### src/speaker_params.svh
`ifndef SPEAKER_PARAMS_SVH
`define SPEAKER_PARAMS_SVH

// Debounce sampling
`define SPK_SAMPLE_DIV   16
`define SPK_DEBOUNCE_LEN 4

// Volume range and sample scaling
`define SPK_VOL_MAX   15
`define SPK_VOL_RESET 8
`define SPK_VOL_STEP  2048

// I2S bit clock, clk cycles per half period
`define SPK_BCK_HALF 2

// Display scan, clk cycles per digit
`define SPK_SCAN_DIV 32

// Note table, half periods in clk cycles
`define SPK_NOTE_1 400
`define SPK_NOTE_2 356
`define SPK_NOTE_3 317
`define SPK_NOTE_4 300
`define SPK_NOTE_5 267
`define SPK_NOTE_6 238
`define SPK_NOTE_7 212

`endif
### src/speaker_pkg.sv
package speaker_pkg;

	////////////////////
	// Button side
	////////////////////

	// Binary note selection, 0 is silence
	typedef logic [2:0] note_code_t;

	////////////////////
	// Audio path
	////////////////////

	// Half period of a tone in clk cycles
	typedef logic [19:0] half_period_t;

	// Volume level 0 to 15
	typedef logic [3:0] vol_level_t;

	// Two's complement sample sent to the DAC
	typedef logic signed [15:0] sample_t;

	////////////////////
	// Display side
	////////////////////

	typedef logic [3:0] bcd_t;

	// Active low, bit 0 is segment a and bit 6 is segment g
	typedef logic [6:0] seg_t;

	// Which digit the scan is driving
	typedef enum logic {DIGIT_TENS, DIGIT_UNITS} digit_sel_t;

endpackage

### src/speaker.sv
`timescale 1ns/1ps

module speaker
	import speaker_pkg::*;
(
	input  logic       clk,
	input  logic       rst,
	input  logic [2:0] note_btn,
	input  logic [1:0] vol_btn,
	output logic       bck,
	output logic       ws,
	output logic       sdata,
	output logic [6:0] seg,
	output logic [1:0] an
);
	note_code_t   note_code;
	logic         vol_up;
	logic         vol_down;
	half_period_t half_period;
	logic         note_on;
	vol_level_t   vol_level;
	sample_t      sample_left;
	sample_t      sample_right;

	// Buttons
	button_conditioner u_btn (
		.clk(clk), .rst(rst),
		.note_btn(note_btn), .vol_btn(vol_btn),
		.note_code(note_code), .vol_up(vol_up), .vol_down(vol_down)
	);

	// Note and volume
	sound_setting u_set (
		.clk(clk), .rst(rst),
		.note_code(note_code), .vol_up(vol_up), .vol_down(vol_down),
		.half_period(half_period), .note_on(note_on), .vol_level(vol_level)
	);

	tone_generator u_tone (
		.clk(clk), .rst(rst),
		.half_period(half_period), .note_on(note_on), .vol_level(vol_level),
		.sample_left(sample_left), .sample_right(sample_right)
	);

	// DAC link
	i2s_serializer u_i2s (
		.clk(clk), .rst(rst),
		.sample_left(sample_left), .sample_right(sample_right),
		.bck(bck), .ws(ws), .sdata(sdata)
	);

	volume_display u_disp (
		.clk(clk), .rst(rst),
		.vol_level(vol_level), .seg(seg), .an(an)
	);

endmodule

### src/volume_display.sv
`timescale 1ns/1ps
`include "speaker_params.svh"

module volume_display
	import speaker_pkg::*;
(
	input  logic       clk,
	input  logic       rst,
	input  vol_level_t vol_level,
	output seg_t       seg,
	output logic [1:0] an
);
	localparam int SCAN_W = $clog2(`SPK_SCAN_DIV);

	logic [SCAN_W-1:0] scan_cnt;
	logic              scan_on;
	digit_sel_t        digit_sel;
	bcd_t              tens;
	bcd_t              units;
	bcd_t              digit;

	// Segment order gfedcba, active low
	function automatic seg_t bcd_to_seg(input bcd_t d);
		case (d)
			4'd0:    return 7'b1000000;
			4'd1:    return 7'b1111001;
			4'd2:    return 7'b0100100;
			4'd3:    return 7'b0110000;
			4'd4:    return 7'b0011001;
			4'd5:    return 7'b0010010;
			4'd6:    return 7'b0000010;
			4'd7:    return 7'b1111000;
			4'd8:    return 7'b0000000;
			4'd9:    return 7'b0010000;
			default: return 7'b1111111;
		endcase
	endfunction

	// Level never exceeds 15, one compare is enough
	assign tens  = (vol_level >= 4'd10) ? bcd_t'(1) : bcd_t'(0);
	assign units = (vol_level >= 4'd10) ? bcd_t'(vol_level - 4'd10) : bcd_t'(vol_level);
	assign digit = (digit_sel == DIGIT_TENS) ? tens : units;

	////////////////////
	// Digit scan
	////////////////////

	always_ff @(posedge clk) begin
		if (rst) begin
			scan_cnt  <= '0;
			scan_on   <= 1'b0;
			digit_sel <= DIGIT_UNITS;
		end else if (scan_cnt == SCAN_W'(`SPK_SCAN_DIV - 1)) begin
			scan_cnt  <= '0;
			scan_on   <= 1'b1;
			digit_sel <= (digit_sel == DIGIT_TENS) ? DIGIT_UNITS : DIGIT_TENS;
		end else begin
			scan_cnt <= scan_cnt + 1'b1;
		end
	end

	// Dark until the first scan step, tens on an[1]
	assign an  = !scan_on ? 2'b11 : ((digit_sel == DIGIT_TENS) ? 2'b01 : 2'b10);
	assign seg = scan_on ? bcd_to_seg(digit) : 7'b1111111;

endmodule

### src/i2s_serializer.sv
`timescale 1ns/1ps
`include "speaker_params.svh"

module i2s_serializer
	import speaker_pkg::*;
(
	input  logic    clk,
	input  logic    rst,
	input  sample_t sample_left,
	input  sample_t sample_right,
	output logic    bck,
	output logic    ws,
	output logic    sdata
);
	localparam int DIV_W = ($clog2(`SPK_BCK_HALF) > 0) ? $clog2(`SPK_BCK_HALF) : 1;

	logic [DIV_W-1:0] div_cnt;
	logic             bck_edge;
	logic [4:0]       bit_cnt;
	logic [4:0]       bit_next;
	logic [31:0]      shift;

	assign bck_edge = (div_cnt == DIV_W'(`SPK_BCK_HALF - 1));
	assign bit_next = bit_cnt + 1'b1;

	////////////////////
	// Bit clock and framing
	////////////////////

	// Bit counter starts at 31 so the first falling edge opens a frame
	always_ff @(posedge clk) begin
		if (rst) begin
			div_cnt <= '0;
			bck     <= 1'b0;
			bit_cnt <= 5'd31;
			ws      <= 1'b0;
			shift   <= '0;
		end else if (bck_edge) begin
			div_cnt <= '0;
			bck     <= ~bck;
			if (bck) begin
				// Falling edge of bck
				bit_cnt <= bit_next;
				ws      <= bit_next[4];
				if (bit_cnt == 5'd31) begin
					shift <= {sample_left, sample_right};
				end else begin
					shift <= {shift[30:0], 1'b0};
				end
			end
		end else begin
			div_cnt <= div_cnt + 1'b1;
		end
	end

	// MSB first, left word then right word
	assign sdata = shift[31];

endmodule

### src/tone_generator.sv
`timescale 1ns/1ps
`include "speaker_params.svh"

module tone_generator
	import speaker_pkg::*;
(
	input  logic         clk,
	input  logic         rst,
	input  half_period_t half_period,
	input  logic         note_on,
	input  vol_level_t   vol_level,
	output sample_t      sample_left,
	output sample_t      sample_right
);
	half_period_t cyc_cnt;
	half_period_t hp_prev;
	logic         phase;
	sample_t      amp;
	sample_t      sample;

	assign amp = sample_t'(vol_level) * sample_t'(`SPK_VOL_STEP);

	always_ff @(posedge clk) begin
		if (rst || !note_on) begin
			cyc_cnt <= '0;
			phase   <= 1'b0;
		end else if (half_period != hp_prev) begin
			// New note, start counting again
			cyc_cnt <= '0;
		end else if (cyc_cnt == half_period - 1'b1) begin
			cyc_cnt <= '0;
			phase   <= ~phase;
		end else begin
			cyc_cnt <= cyc_cnt + 1'b1;
		end
	end

	always_ff @(posedge clk) begin
		if (rst) begin
			hp_prev <= '0;
			sample  <= '0;
		end else begin
			hp_prev <= half_period;
			if (!note_on) begin
				sample <= '0;
			end else begin
				sample <= phase ? amp : -amp;
			end
		end
	end

	// Mono tone on both channels
	assign sample_left  = sample;
	assign sample_right = sample;

endmodule

### src/sound_setting.sv
`timescale 1ns/1ps
`include "speaker_params.svh"

module sound_setting
	import speaker_pkg::*;
(
	input  logic         clk,
	input  logic         rst,
	input  note_code_t   note_code,
	input  logic         vol_up,
	input  logic         vol_down,
	output half_period_t half_period,
	output logic         note_on,
	output vol_level_t   vol_level
);
	localparam vol_level_t VOL_MAX   = vol_level_t'(`SPK_VOL_MAX);
	localparam vol_level_t VOL_RESET = vol_level_t'(`SPK_VOL_RESET);

	// Note table lookup
	always_comb begin
		case (note_code)
			3'd1:    half_period = half_period_t'(`SPK_NOTE_1);
			3'd2:    half_period = half_period_t'(`SPK_NOTE_2);
			3'd3:    half_period = half_period_t'(`SPK_NOTE_3);
			3'd4:    half_period = half_period_t'(`SPK_NOTE_4);
			3'd5:    half_period = half_period_t'(`SPK_NOTE_5);
			3'd6:    half_period = half_period_t'(`SPK_NOTE_6);
			3'd7:    half_period = half_period_t'(`SPK_NOTE_7);
			default: half_period = '0;
		endcase
	end

	assign note_on = (note_code != '0);

	// Saturating level, up has priority
	always_ff @(posedge clk) begin
		if (rst) begin
			vol_level <= VOL_RESET;
		end else if (vol_up) begin
			if (vol_level != VOL_MAX) begin
				vol_level <= vol_level + 1'b1;
			end
		end else if (vol_down) begin
			if (vol_level != '0) begin
				vol_level <= vol_level - 1'b1;
			end
		end
	end

endmodule

### src/button_conditioner.sv
`timescale 1ns/1ps
`include "speaker_params.svh"

module button_conditioner
	import speaker_pkg::*;
(
	input  logic       clk,
	input  logic       rst,
	input  logic [2:0] note_btn,
	input  logic [1:0] vol_btn,
	output note_code_t note_code,
	output logic       vol_up,
	output logic       vol_down
);
	localparam int PRE_W = $clog2(`SPK_SAMPLE_DIV);
	localparam int CNT_W = $clog2(`SPK_DEBOUNCE_LEN);
	localparam int NBTN  = 5;

	logic [PRE_W-1:0] pre_cnt;
	logic             tick;
	logic [NBTN-1:0]  btn_raw;
	logic [NBTN-1:0]  btn_deb;
	logic [CNT_W-1:0] diff_cnt [NBTN];
	logic [1:0]       vol_dly;

	// Bits 2:0 notes, bit 3 volume up, bit 4 volume down
	assign btn_raw = {vol_btn, note_btn};
	assign tick    = (pre_cnt == PRE_W'(`SPK_SAMPLE_DIV - 1));

	always_ff @(posedge clk) begin
		if (rst || tick) begin
			pre_cnt <= '0;
		end else begin
			pre_cnt <= pre_cnt + 1'b1;
		end
	end

	// Level flips after enough consecutive samples that disagree with it
	always_ff @(posedge clk) begin
		if (rst) begin
			btn_deb <= '0;
			for (int i = 0; i < NBTN; i++) begin
				diff_cnt[i] <= '0;
			end
		end else if (tick) begin
			for (int i = 0; i < NBTN; i++) begin
				if (btn_raw[i] == btn_deb[i]) begin
					diff_cnt[i] <= '0;
				end else if (diff_cnt[i] == CNT_W'(`SPK_DEBOUNCE_LEN - 1)) begin
					btn_deb[i]  <= btn_raw[i];
					diff_cnt[i] <= '0;
				end else begin
					diff_cnt[i] <= diff_cnt[i] + 1'b1;
				end
			end
		end
	end

	always_ff @(posedge clk) begin
		if (rst) begin
			vol_dly <= '0;
		end else begin
			vol_dly <= btn_deb[4:3];
		end
	end

	// One cycle pulse on each debounced press
	assign vol_up    = btn_deb[3] & ~vol_dly[0];
	assign vol_down  = btn_deb[4] & ~vol_dly[1];
	assign note_code = note_code_t'(btn_deb[2:0]);

endmodule

### config.mk
export PLATFORM = sky130hd
export DESIGN_NAME = speaker
export DESIGN_NICKNAME = d
export VERILOG_FILES = /design/src/speaker_pkg.sv /design/src/speaker.sv /design/src/volume_display.sv /design/src/i2s_serializer.sv /design/src/tone_generator.sv /design/src/sound_setting.sv /design/src/button_conditioner.sv
export VERILOG_INCLUDE_DIRS = /design/src
export SDC_FILE = /design/constraint.sdc
export NUM_CORES = 1
export LEC_CHECK = 0
export ABC_AREA = 1
export BUFFER_PORTS_ARGS = -buffer_cell sky130_fd_sc_hd__buf_2
export CAP_MARGIN = 20
export CORE_UTILIZATION = 56
export CTS_CLUSTER_DIAMETER = 60
export CTS_CLUSTER_SIZE = 24
export DETAILED_ROUTE_END_ITERATION = 8
export GPL_ROUTABILITY_DRIVEN = 0
export PLACE_DENSITY = 0.76
export SETUP_SLACK_MARGIN = 0.4
export SYNTH_ARGS = -nofsm -noshare
export SYNTH_HDL_FRONTEND = slang
export SYNTH_SLANG_ARGS = --single-unit
### constraint.sdc
create_clock -name clk -period 2.6 [get_ports clk]
set_input_delay 0.78 -clock clk [delete_from_list [all_inputs] [get_ports clk]]
set_output_delay 0.78 -clock clk [all_outputs]
set_load 0.05 [all_outputs]
# Word-level counts from Yosys, hierarchy flattened
# Memory sizes are Yosys's and may differ from the RTL's.
# Cells that the tools add are included.
[classes]
add_sub_neg = 15
n_mul = 0
n_div = 0
magnitude_cmp = 1
eq_ne = 24
shifts = 0
n_mux = 101
n_bitwise = 28
reduce_logical = 20
[op_table]
columns = ["operator", "n"]
rows = [
  ["1-bit two-way mux", 74],
  ["9-bit case mux with 7 select lines", 1],
  ["2-bit two-way mux", 17],
  ["32-bit two-way mux", 1],
  ["4-bit two-way mux", 6],
  ["20-bit by 1-bit adder with 20-bit output, second input constant", 1],
  ["20-bit equality test", 1],
  ["9-bit by 20-bit inequality test with 1-bit output", 1],
  ["3-bit AND reduction", 6],
  ["15-bit negator with 16-bit output", 1],
  ["15-bit two-way mux", 1],
  ["1-bit bitwise OR", 15],
  ["3-bit equality test, second input constant", 4],
  ["1-bit inverter", 11],
  ["2-bit by 1-bit adder with 2-bit output, second input constant", 5],
  ["5-bit by 1-bit adder with 5-bit output, second input constant", 2],
  ["2-bit equality test, second input constant", 5],
  ["5-bit equality test, second input constant", 2],
  ["9-bit by 1-bit subtractor with 10-bit output, second input constant", 1],
  ["4-bit by 1-bit adder with 4-bit output, second input constant", 2],
  ["7-bit two-way mux", 1],
  ["3-bit by 2-bit equality test with 1-bit output, second input constant", 2],
  ["2-bit OR reduction", 3],
  ["3-bit OR reduction", 2],
  ["16 further kinds", 24],
]
[totals]
ff_bits = 119
latch_bits = 0
ramBits = 10
rom_bits = 112
out_inout_bits = 12
memories = 2
[memory_table]
columns = ["memory", "words", "word_bits", "read_ports", "rd_ports_with_merged_regs", "wr", "line", "rtl"]
rows = [
  ["(name not given)", 16, 7, 1, 0, 0, "volume_display.sv:24", "case (d)"],
  ["u_btn.diff_cnt", 5, 2, 5, 0, 5, "button_conditioner.sv:23", "logic [CNT_W-1:0] diff_cnt [NBTN];"],
]

# Depth between registers and ports, before layout
# An unclocked memory read counts as a cell.
[logic_depth]
ltp_word = 9
depth_mapped = 19
ltp_nobuf = 18

# By module
# Synthesis repeated with hierarchy kept, for this count alone.
[hier_totals]
cells_unflattened = 987
hier_area_um2 = 7070.5
[by_module_without_submodules]
columns = ["mod", "n_inst", "cells_per_inst", "area_per_inst_um2"]
rows = [
  ["tone_generator", 1, 454, 3120.5],
  ["i2s_serializer", 1, 244, 1858.0],
  ["button_conditioner", 1, 123, 1038.5],
  ["volume_display", 1, 85, 553.0],
  ["sound_setting", 1, 81, 500.5],
]

# Worst setup path before layout
# No wires, ideal clock.
[synth_path]
path_type = "reg2out"
startpoint = "register u_set.vol_level[0]"
endpoint = "output port seg[4]"
t_arrival_ns = 2.865
t_required_ns = 1.820
setup_slack_ns = -1.045
stages_incl_launch_ff = 11
path_buffers = 0
path_cell_list = "dfxtp_1 inv_1 ha_1 nor2_1 a21oi_2 o21ai_0 inv_1 ha_1 nor2_1 a21oi_1 o21ai_0"
[synth_via]
elab_chain_len = 5
elab_cells_between_ends = 7
[synth_rtl]
columns = ["item", "line", "rtl"]
rows = [
  ["start, declared", "sound_setting.sv:14", "output vol_level_t vol_level"],
  ["start signal, assigned", "sound_setting.sv:41", "vol_level <= vol_level + 1'b1;"],
  ["start signal, assigned", "sound_setting.sv:45", "vol_level <= vol_level - 1'b1;"],
  ["4-bit subtractor / 4-bit >= comparator (equally long branches)", "volume_display.sv:41, volume_display.sv:40", ""],
  ["4-bit two-way mux / 1-bit two-way mux (equally long branches)", "volume_display.sv:41, volume_display.sv:40", ""],
  ["4-bit two-way mux *", "volume_display.sv:42", "assign digit = (digit_sel == DIGIT_TENS) ? tens : units;"],
  ["memory 16 x 7 bit *", "-", ""],
  ["7-bit two-way mux *", "volume_display.sv:64", "assign seg = scan_on ? bcd_to_seg(digit) : 7'b1111111;"],
  ["end, declared", "speaker.sv:13", "output logic [6:0] seg,"],
]
# Mark *: on every way between the ends. The rest lies on a longest branch, timed or not.

# Worst setup path after layout
[layout_path]
startpoint = "register u_set.vol_level[0]"
endpoint = "output port seg[0]"
# The elaborated chain is that of the path after synthesis.

==> summary.md <==
| Metric | Value |
|---|---|
| # nets final | `748` |
| Post-synthesis async set-or-reset flop share | `0%` |
| Cell internal pwr | `2.095 mW` |
| Crit path time final | `3.016 ns` |
| Total power | `2.710 mW` |
| Crit-path cells | `inv_4, ha_4, nor2_4, a21oi_4, buf_12, o21ai_4, inv_2, ha_2, inv_2, nand2_2, o211ai_1, nand2_4, buf_8` |
| Synth Register Bits | `96` |
| DRC Markers | `0` |
| Worst Reg2Reg Path Length in Cells | `16` |
| Crit path kind | `flop to primary output` |
| Max incr delay on CP | `0.37 ns` |
| Die height | `96.14 um` |
| Initial core utilization | `59.20%` |
| Syn Area/Cell | `7.485 um^2` |
| Most frequent cells after synthesis | `147 x nand2_1, 90 x nor2_1, 86 x dfxtp_1` |
| CP bufs+invs | `5` |
| Req. time, crit path | `1.82 ns` |
| Final worst-path cycle share | `116.0%` |
| Post-synthesis cell type count | `42` |
| Violated checks | `negative setup slack` |
| Crit Path Max Fanout | `5` |
| Drt total wl | `11300 um` |
| Reg2Reg Setup Slack | `0.42 ns` |
| Vias in the first global route | `3934` |
| Clk root buf | `clkbuf_8` |
| 1st-pass router iterations | `4` |
| Top delay family on crit path | `buffers and inverters` |
| Outcome | `finished with violations` |
| Sequential share of power | `56.5%` |
| Synth warn | `0` |
| CP endpoint | `seg[0]` |
| Vias per Instance | `5.356` |
| N_diodes | `0` |
| H-tree depth | `3` |
| Max Fclk | `331.6 MHz` |
| GRT Total Usage | `23.81%` |
| Lkg Pwr | `2.449 nW` |
| Wire per inst | `13.67 um` |
| Slew at the pin closest to its max-slew limit | `0.6229 ns` |
| Clock latency on the worst-skew pair | `0.36 ns` |
| Storage cell area | `0.002039 mm^2` |
| Ys flop type | `dfxtp_1` |
| Multi-input gate area | `0.002836 mm^2` |
| Logic gate share of total power | `4.6%` |
| Post-DP HPWL | `7222 um` |
| Startpoint Class | `flop` |
| CTS tree | `done` |
| Die Footprint | `0.009242 mm^2` |
| Num ports | `19` |
| Setup slack after layout | `-0.4155 ns` |
| Maxcap violations | `0` |
| Crit end category | `primary output` |
| Max_slew headroom | `58.32%` |
| Clock transition at path regs | `0.09 ns` |
| Crit path launch | `u_set.vol_level[0]$_SDFFE_PP0P_` |
| Clock share of power | `38.9%` |
| Most frequent CP cell | `inv_2` |
| Power Dens Cells | `447.7 mW/mm^2` |
| Synth Cell Area | `0.004962 mm^2` |
| Critical R2R Launch | `u_btn.btn_deb[2]$_SDFFE_PP0P_` |
| Hold Path Class | `flop to flop` |
| RSZ-0062 raised after global routing | `true` |
| Fillers | `607` |
| Final ANT Viol Nets | `0` |
| Largest net degree at the start of global routing | `16` |
| Slew Limit Fails | `0` |
| Vias | `4424` |
| CP max-delay cell | `dfxtp_4` |
| DR iter-0 viols | `248` |
| Switching share of power | `22.71%` |
| First-pass GRT wire length | `17190 um` |
| Number of buffers created by CTS | `9` |
| Post-Syn Nets | `695` |
| Layout area overhead | `21.99%` |
| Final hold vios | `0` |
| Post-synthesis cell count | `663` |
| Global route overflow | `0` |
| Layout cells sized above 1 | `22.19%` |
| WP depth | `13` |
| Max IR drop VDD | `0.0002385 V` |
| # setup viols final | `7` |
| Leading area contributor after synthesis | `dfxtp_1` |
| Standard-cell rows | `33` |
| Most numerous cell in the Yosys netlist | `nand2_1` |
| Clock skew | `0.01063 ns` |
| Initial antenna violation count | `0` |
| Min Hold Slack | `0.4486 ns` |
| Die W | `96.14 um` |
| Synth top area cells | `dfxtp_1 35%, nand2_1 11%, nor2_1 6.8%` |
| FF-to-FF End | `u_tone.cyc_cnt[6]$_SDFF_PP0_` |
| CP arrival | `2.24 ns` |
| Sequential area share after synthesis | `40.75%` |
| Hold_buf cts | `0` |
| Core area | `0.008382 mm^2` |
| Area share of the largest cell type after synthesis | `34.69%` |
| CTS Buffer Depth | `2` |
| Clk sink count | `96` |
| PortBufs | `18` |
| NetSw | `615.3 uW` |
| Post-synth EDFFs | `10` |
==> layer usage <==
metal / GRT usage [%] / up-vias / share of wire [%]
met2: 41.31 / 112 / 49
met4: 9.453 / 0 / 2.6
met3: 3.712 / 27 / 3.7
li1: - / 2246 / -
met5: 0 / - / 0
met1: 29.36 / 2039 / 45
==> kinds of logic (layout without fill, tap and decap cells) <==
kind of cell,count (synthesis),count (layout),share of synthesized area [%]
AND/OR/NAND/NOR,329,331,30.18
buffers and inverters,106,162,8.850
flip-flops,96,96,40.75
AO/OA/AOI/OAI,87,87,10.24
adder cells (fa/ha/maj),25,25,6.455
XOR/XNOR,20,20,3.530
==> worst min path at each step <==
stage                     slack, ns                       from                   endpoint  depth (start not counted)
final                          0.45  u_i2s.bck_edge$_SDFF_PP0_  u_i2s.bck_edge$_SDFF_PP0_                          1
after global routing           0.47  u_i2s.bck_edge$_SDFF_PP0_  u_i2s.bck_edge$_SDFF_PP0_                          1
after global placement         0.42  u_i2s.bck_edge$_SDFF_PP0_  u_i2s.bck_edge$_SDFF_PP0_                          1
after detailed placement       0.44  u_i2s.bck_edge$_SDFF_PP0_  u_i2s.bck_edge$_SDFF_PP0_                          1
after CTS                      0.45  u_i2s.bck_edge$_SDFF_PP0_  u_i2s.bck_edge$_SDFF_PP0_                          1
after floorplan                0.41  u_i2s.bck_edge$_SDFF_PP0_  u_i2s.bck_edge$_SDFF_PP0_                          1
==> cell type report <==
cell class                      instances  share of cell area, %
Multi-Input combinational cell        463                  46.86
Sequential cell                        96                  33.69
Timing Repair Buffer                   55                  7.875
Inverter                               91                  5.953
Tap cell                              105                  2.170
Clock buffer                           10                  2.108
Clock inverter                          6                  1.344
==> cell usage in the layout (no fill, tap or decap), types with 3 or more instances in the layout <==
master / n
nand2_1: 135
nor2_1: 81
dfxtp_1: 80
inv_1: 77
nand3_1: 36
a21oi_1: 35
buf_4: 31
o21ai_0: 21
ha_1: 19
nor2_2: 14
xor2_1: 14
nand2_4: 13
o32ai_1: 11
buf_2: 11
nand2_2: 10
edfxtp_1: 10
nor3_1: 9
clkbuf_8: 9
nor2_4: 7
nand4_1: 7
buf_6: 7
inv_2: 6
xnor2_1: 6
nor3b_1: 6
o21ai_4: 5
nand3_2: 5
a21oi_4: 4
clkinv_1: 4
ha_4: 4
buf_12: 4
dfxtp_4: 4
inv_4: 3
nand2_8: 3
a21oi_2: 3
==> what timing repair did <==
item,in CTS,in global routing
setup endpoints to repair,27,29
buffers inserted,5,14
pin swaps,14,18
gates cloned,1,1
resized for setup,32,34
==> stage by stage <==
step           util (%)  cells  setup WS, ns  TNS (ns)  cell area (um^2)
2_1_floorplan         -    663       0.06694         0              5106
3_3_place_gp      64.44    789      -0.01943  -0.01943              5401
3_5_place_dp      64.44    789       -0.1466   -0.7575              5401
4_1_cts           68.94    811       -0.3258    -2.141              5778
5_1_grt           72.22    826       -0.5001    -3.406              6053
6_report          72.22    826       -0.4155    -2.798              6053
==> worst reg2reg max path, cell delays in order, from the launching register on <==
cell,delay (ns)
dfxtp_4,0.36
buf_12,0.15
nand2_8,0.09
clkinv_4,0.05
nor2_4,0.08
nand2_2,0.08
ha_4,0.25
nand2_1,0.05
inv_1,0.04
nor2_2,0.13
buf_4,0.14
nand3_2,0.07
nor3_2,0.12
nand3_2,0.13
buf_6,0.18
nand2_8,0.10
nor2_1,0.05
==> flip-flops by register name, indices dropped and copies added (netlist names), 2 cells and up <==
| signal | flops |
|---|---|
| u_btn.pre_cnt | 4 |
| u_i2s.shift | 21 |
| u_disp.scan_cnt | 5 |
| u_set.vol_level | 4 |
| u_btn.btn_deb | 5 |
| u_btn.diff_cnt | 10 |
| u_tone.sample_left | 5 |
| u_tone.cyc_cnt | 20 |
| u_tone.hp_prev | 9 |
| u_btn.vol_dly | 2 |
| u_i2s.bit_cnt | 5 |
==> power by group through the flow <==
stage / Clock [mW] / Sequential [mW] / Combinational, mW
2_1_floorplan: 0 / 1.57 / 0.0832
3_5_place_dp: 0 / 1.57 / 0.122
4_1_cts: 1.07 / 1.53 / 0.124
3_3_place_gp: 0 / 1.57 / 0.119
5_1_grt: 1.13 / 1.53 / 0.140
6_report: 1.06 / 1.53 / 0.124
No activity file was read; power rests on OpenSTA's default activity.
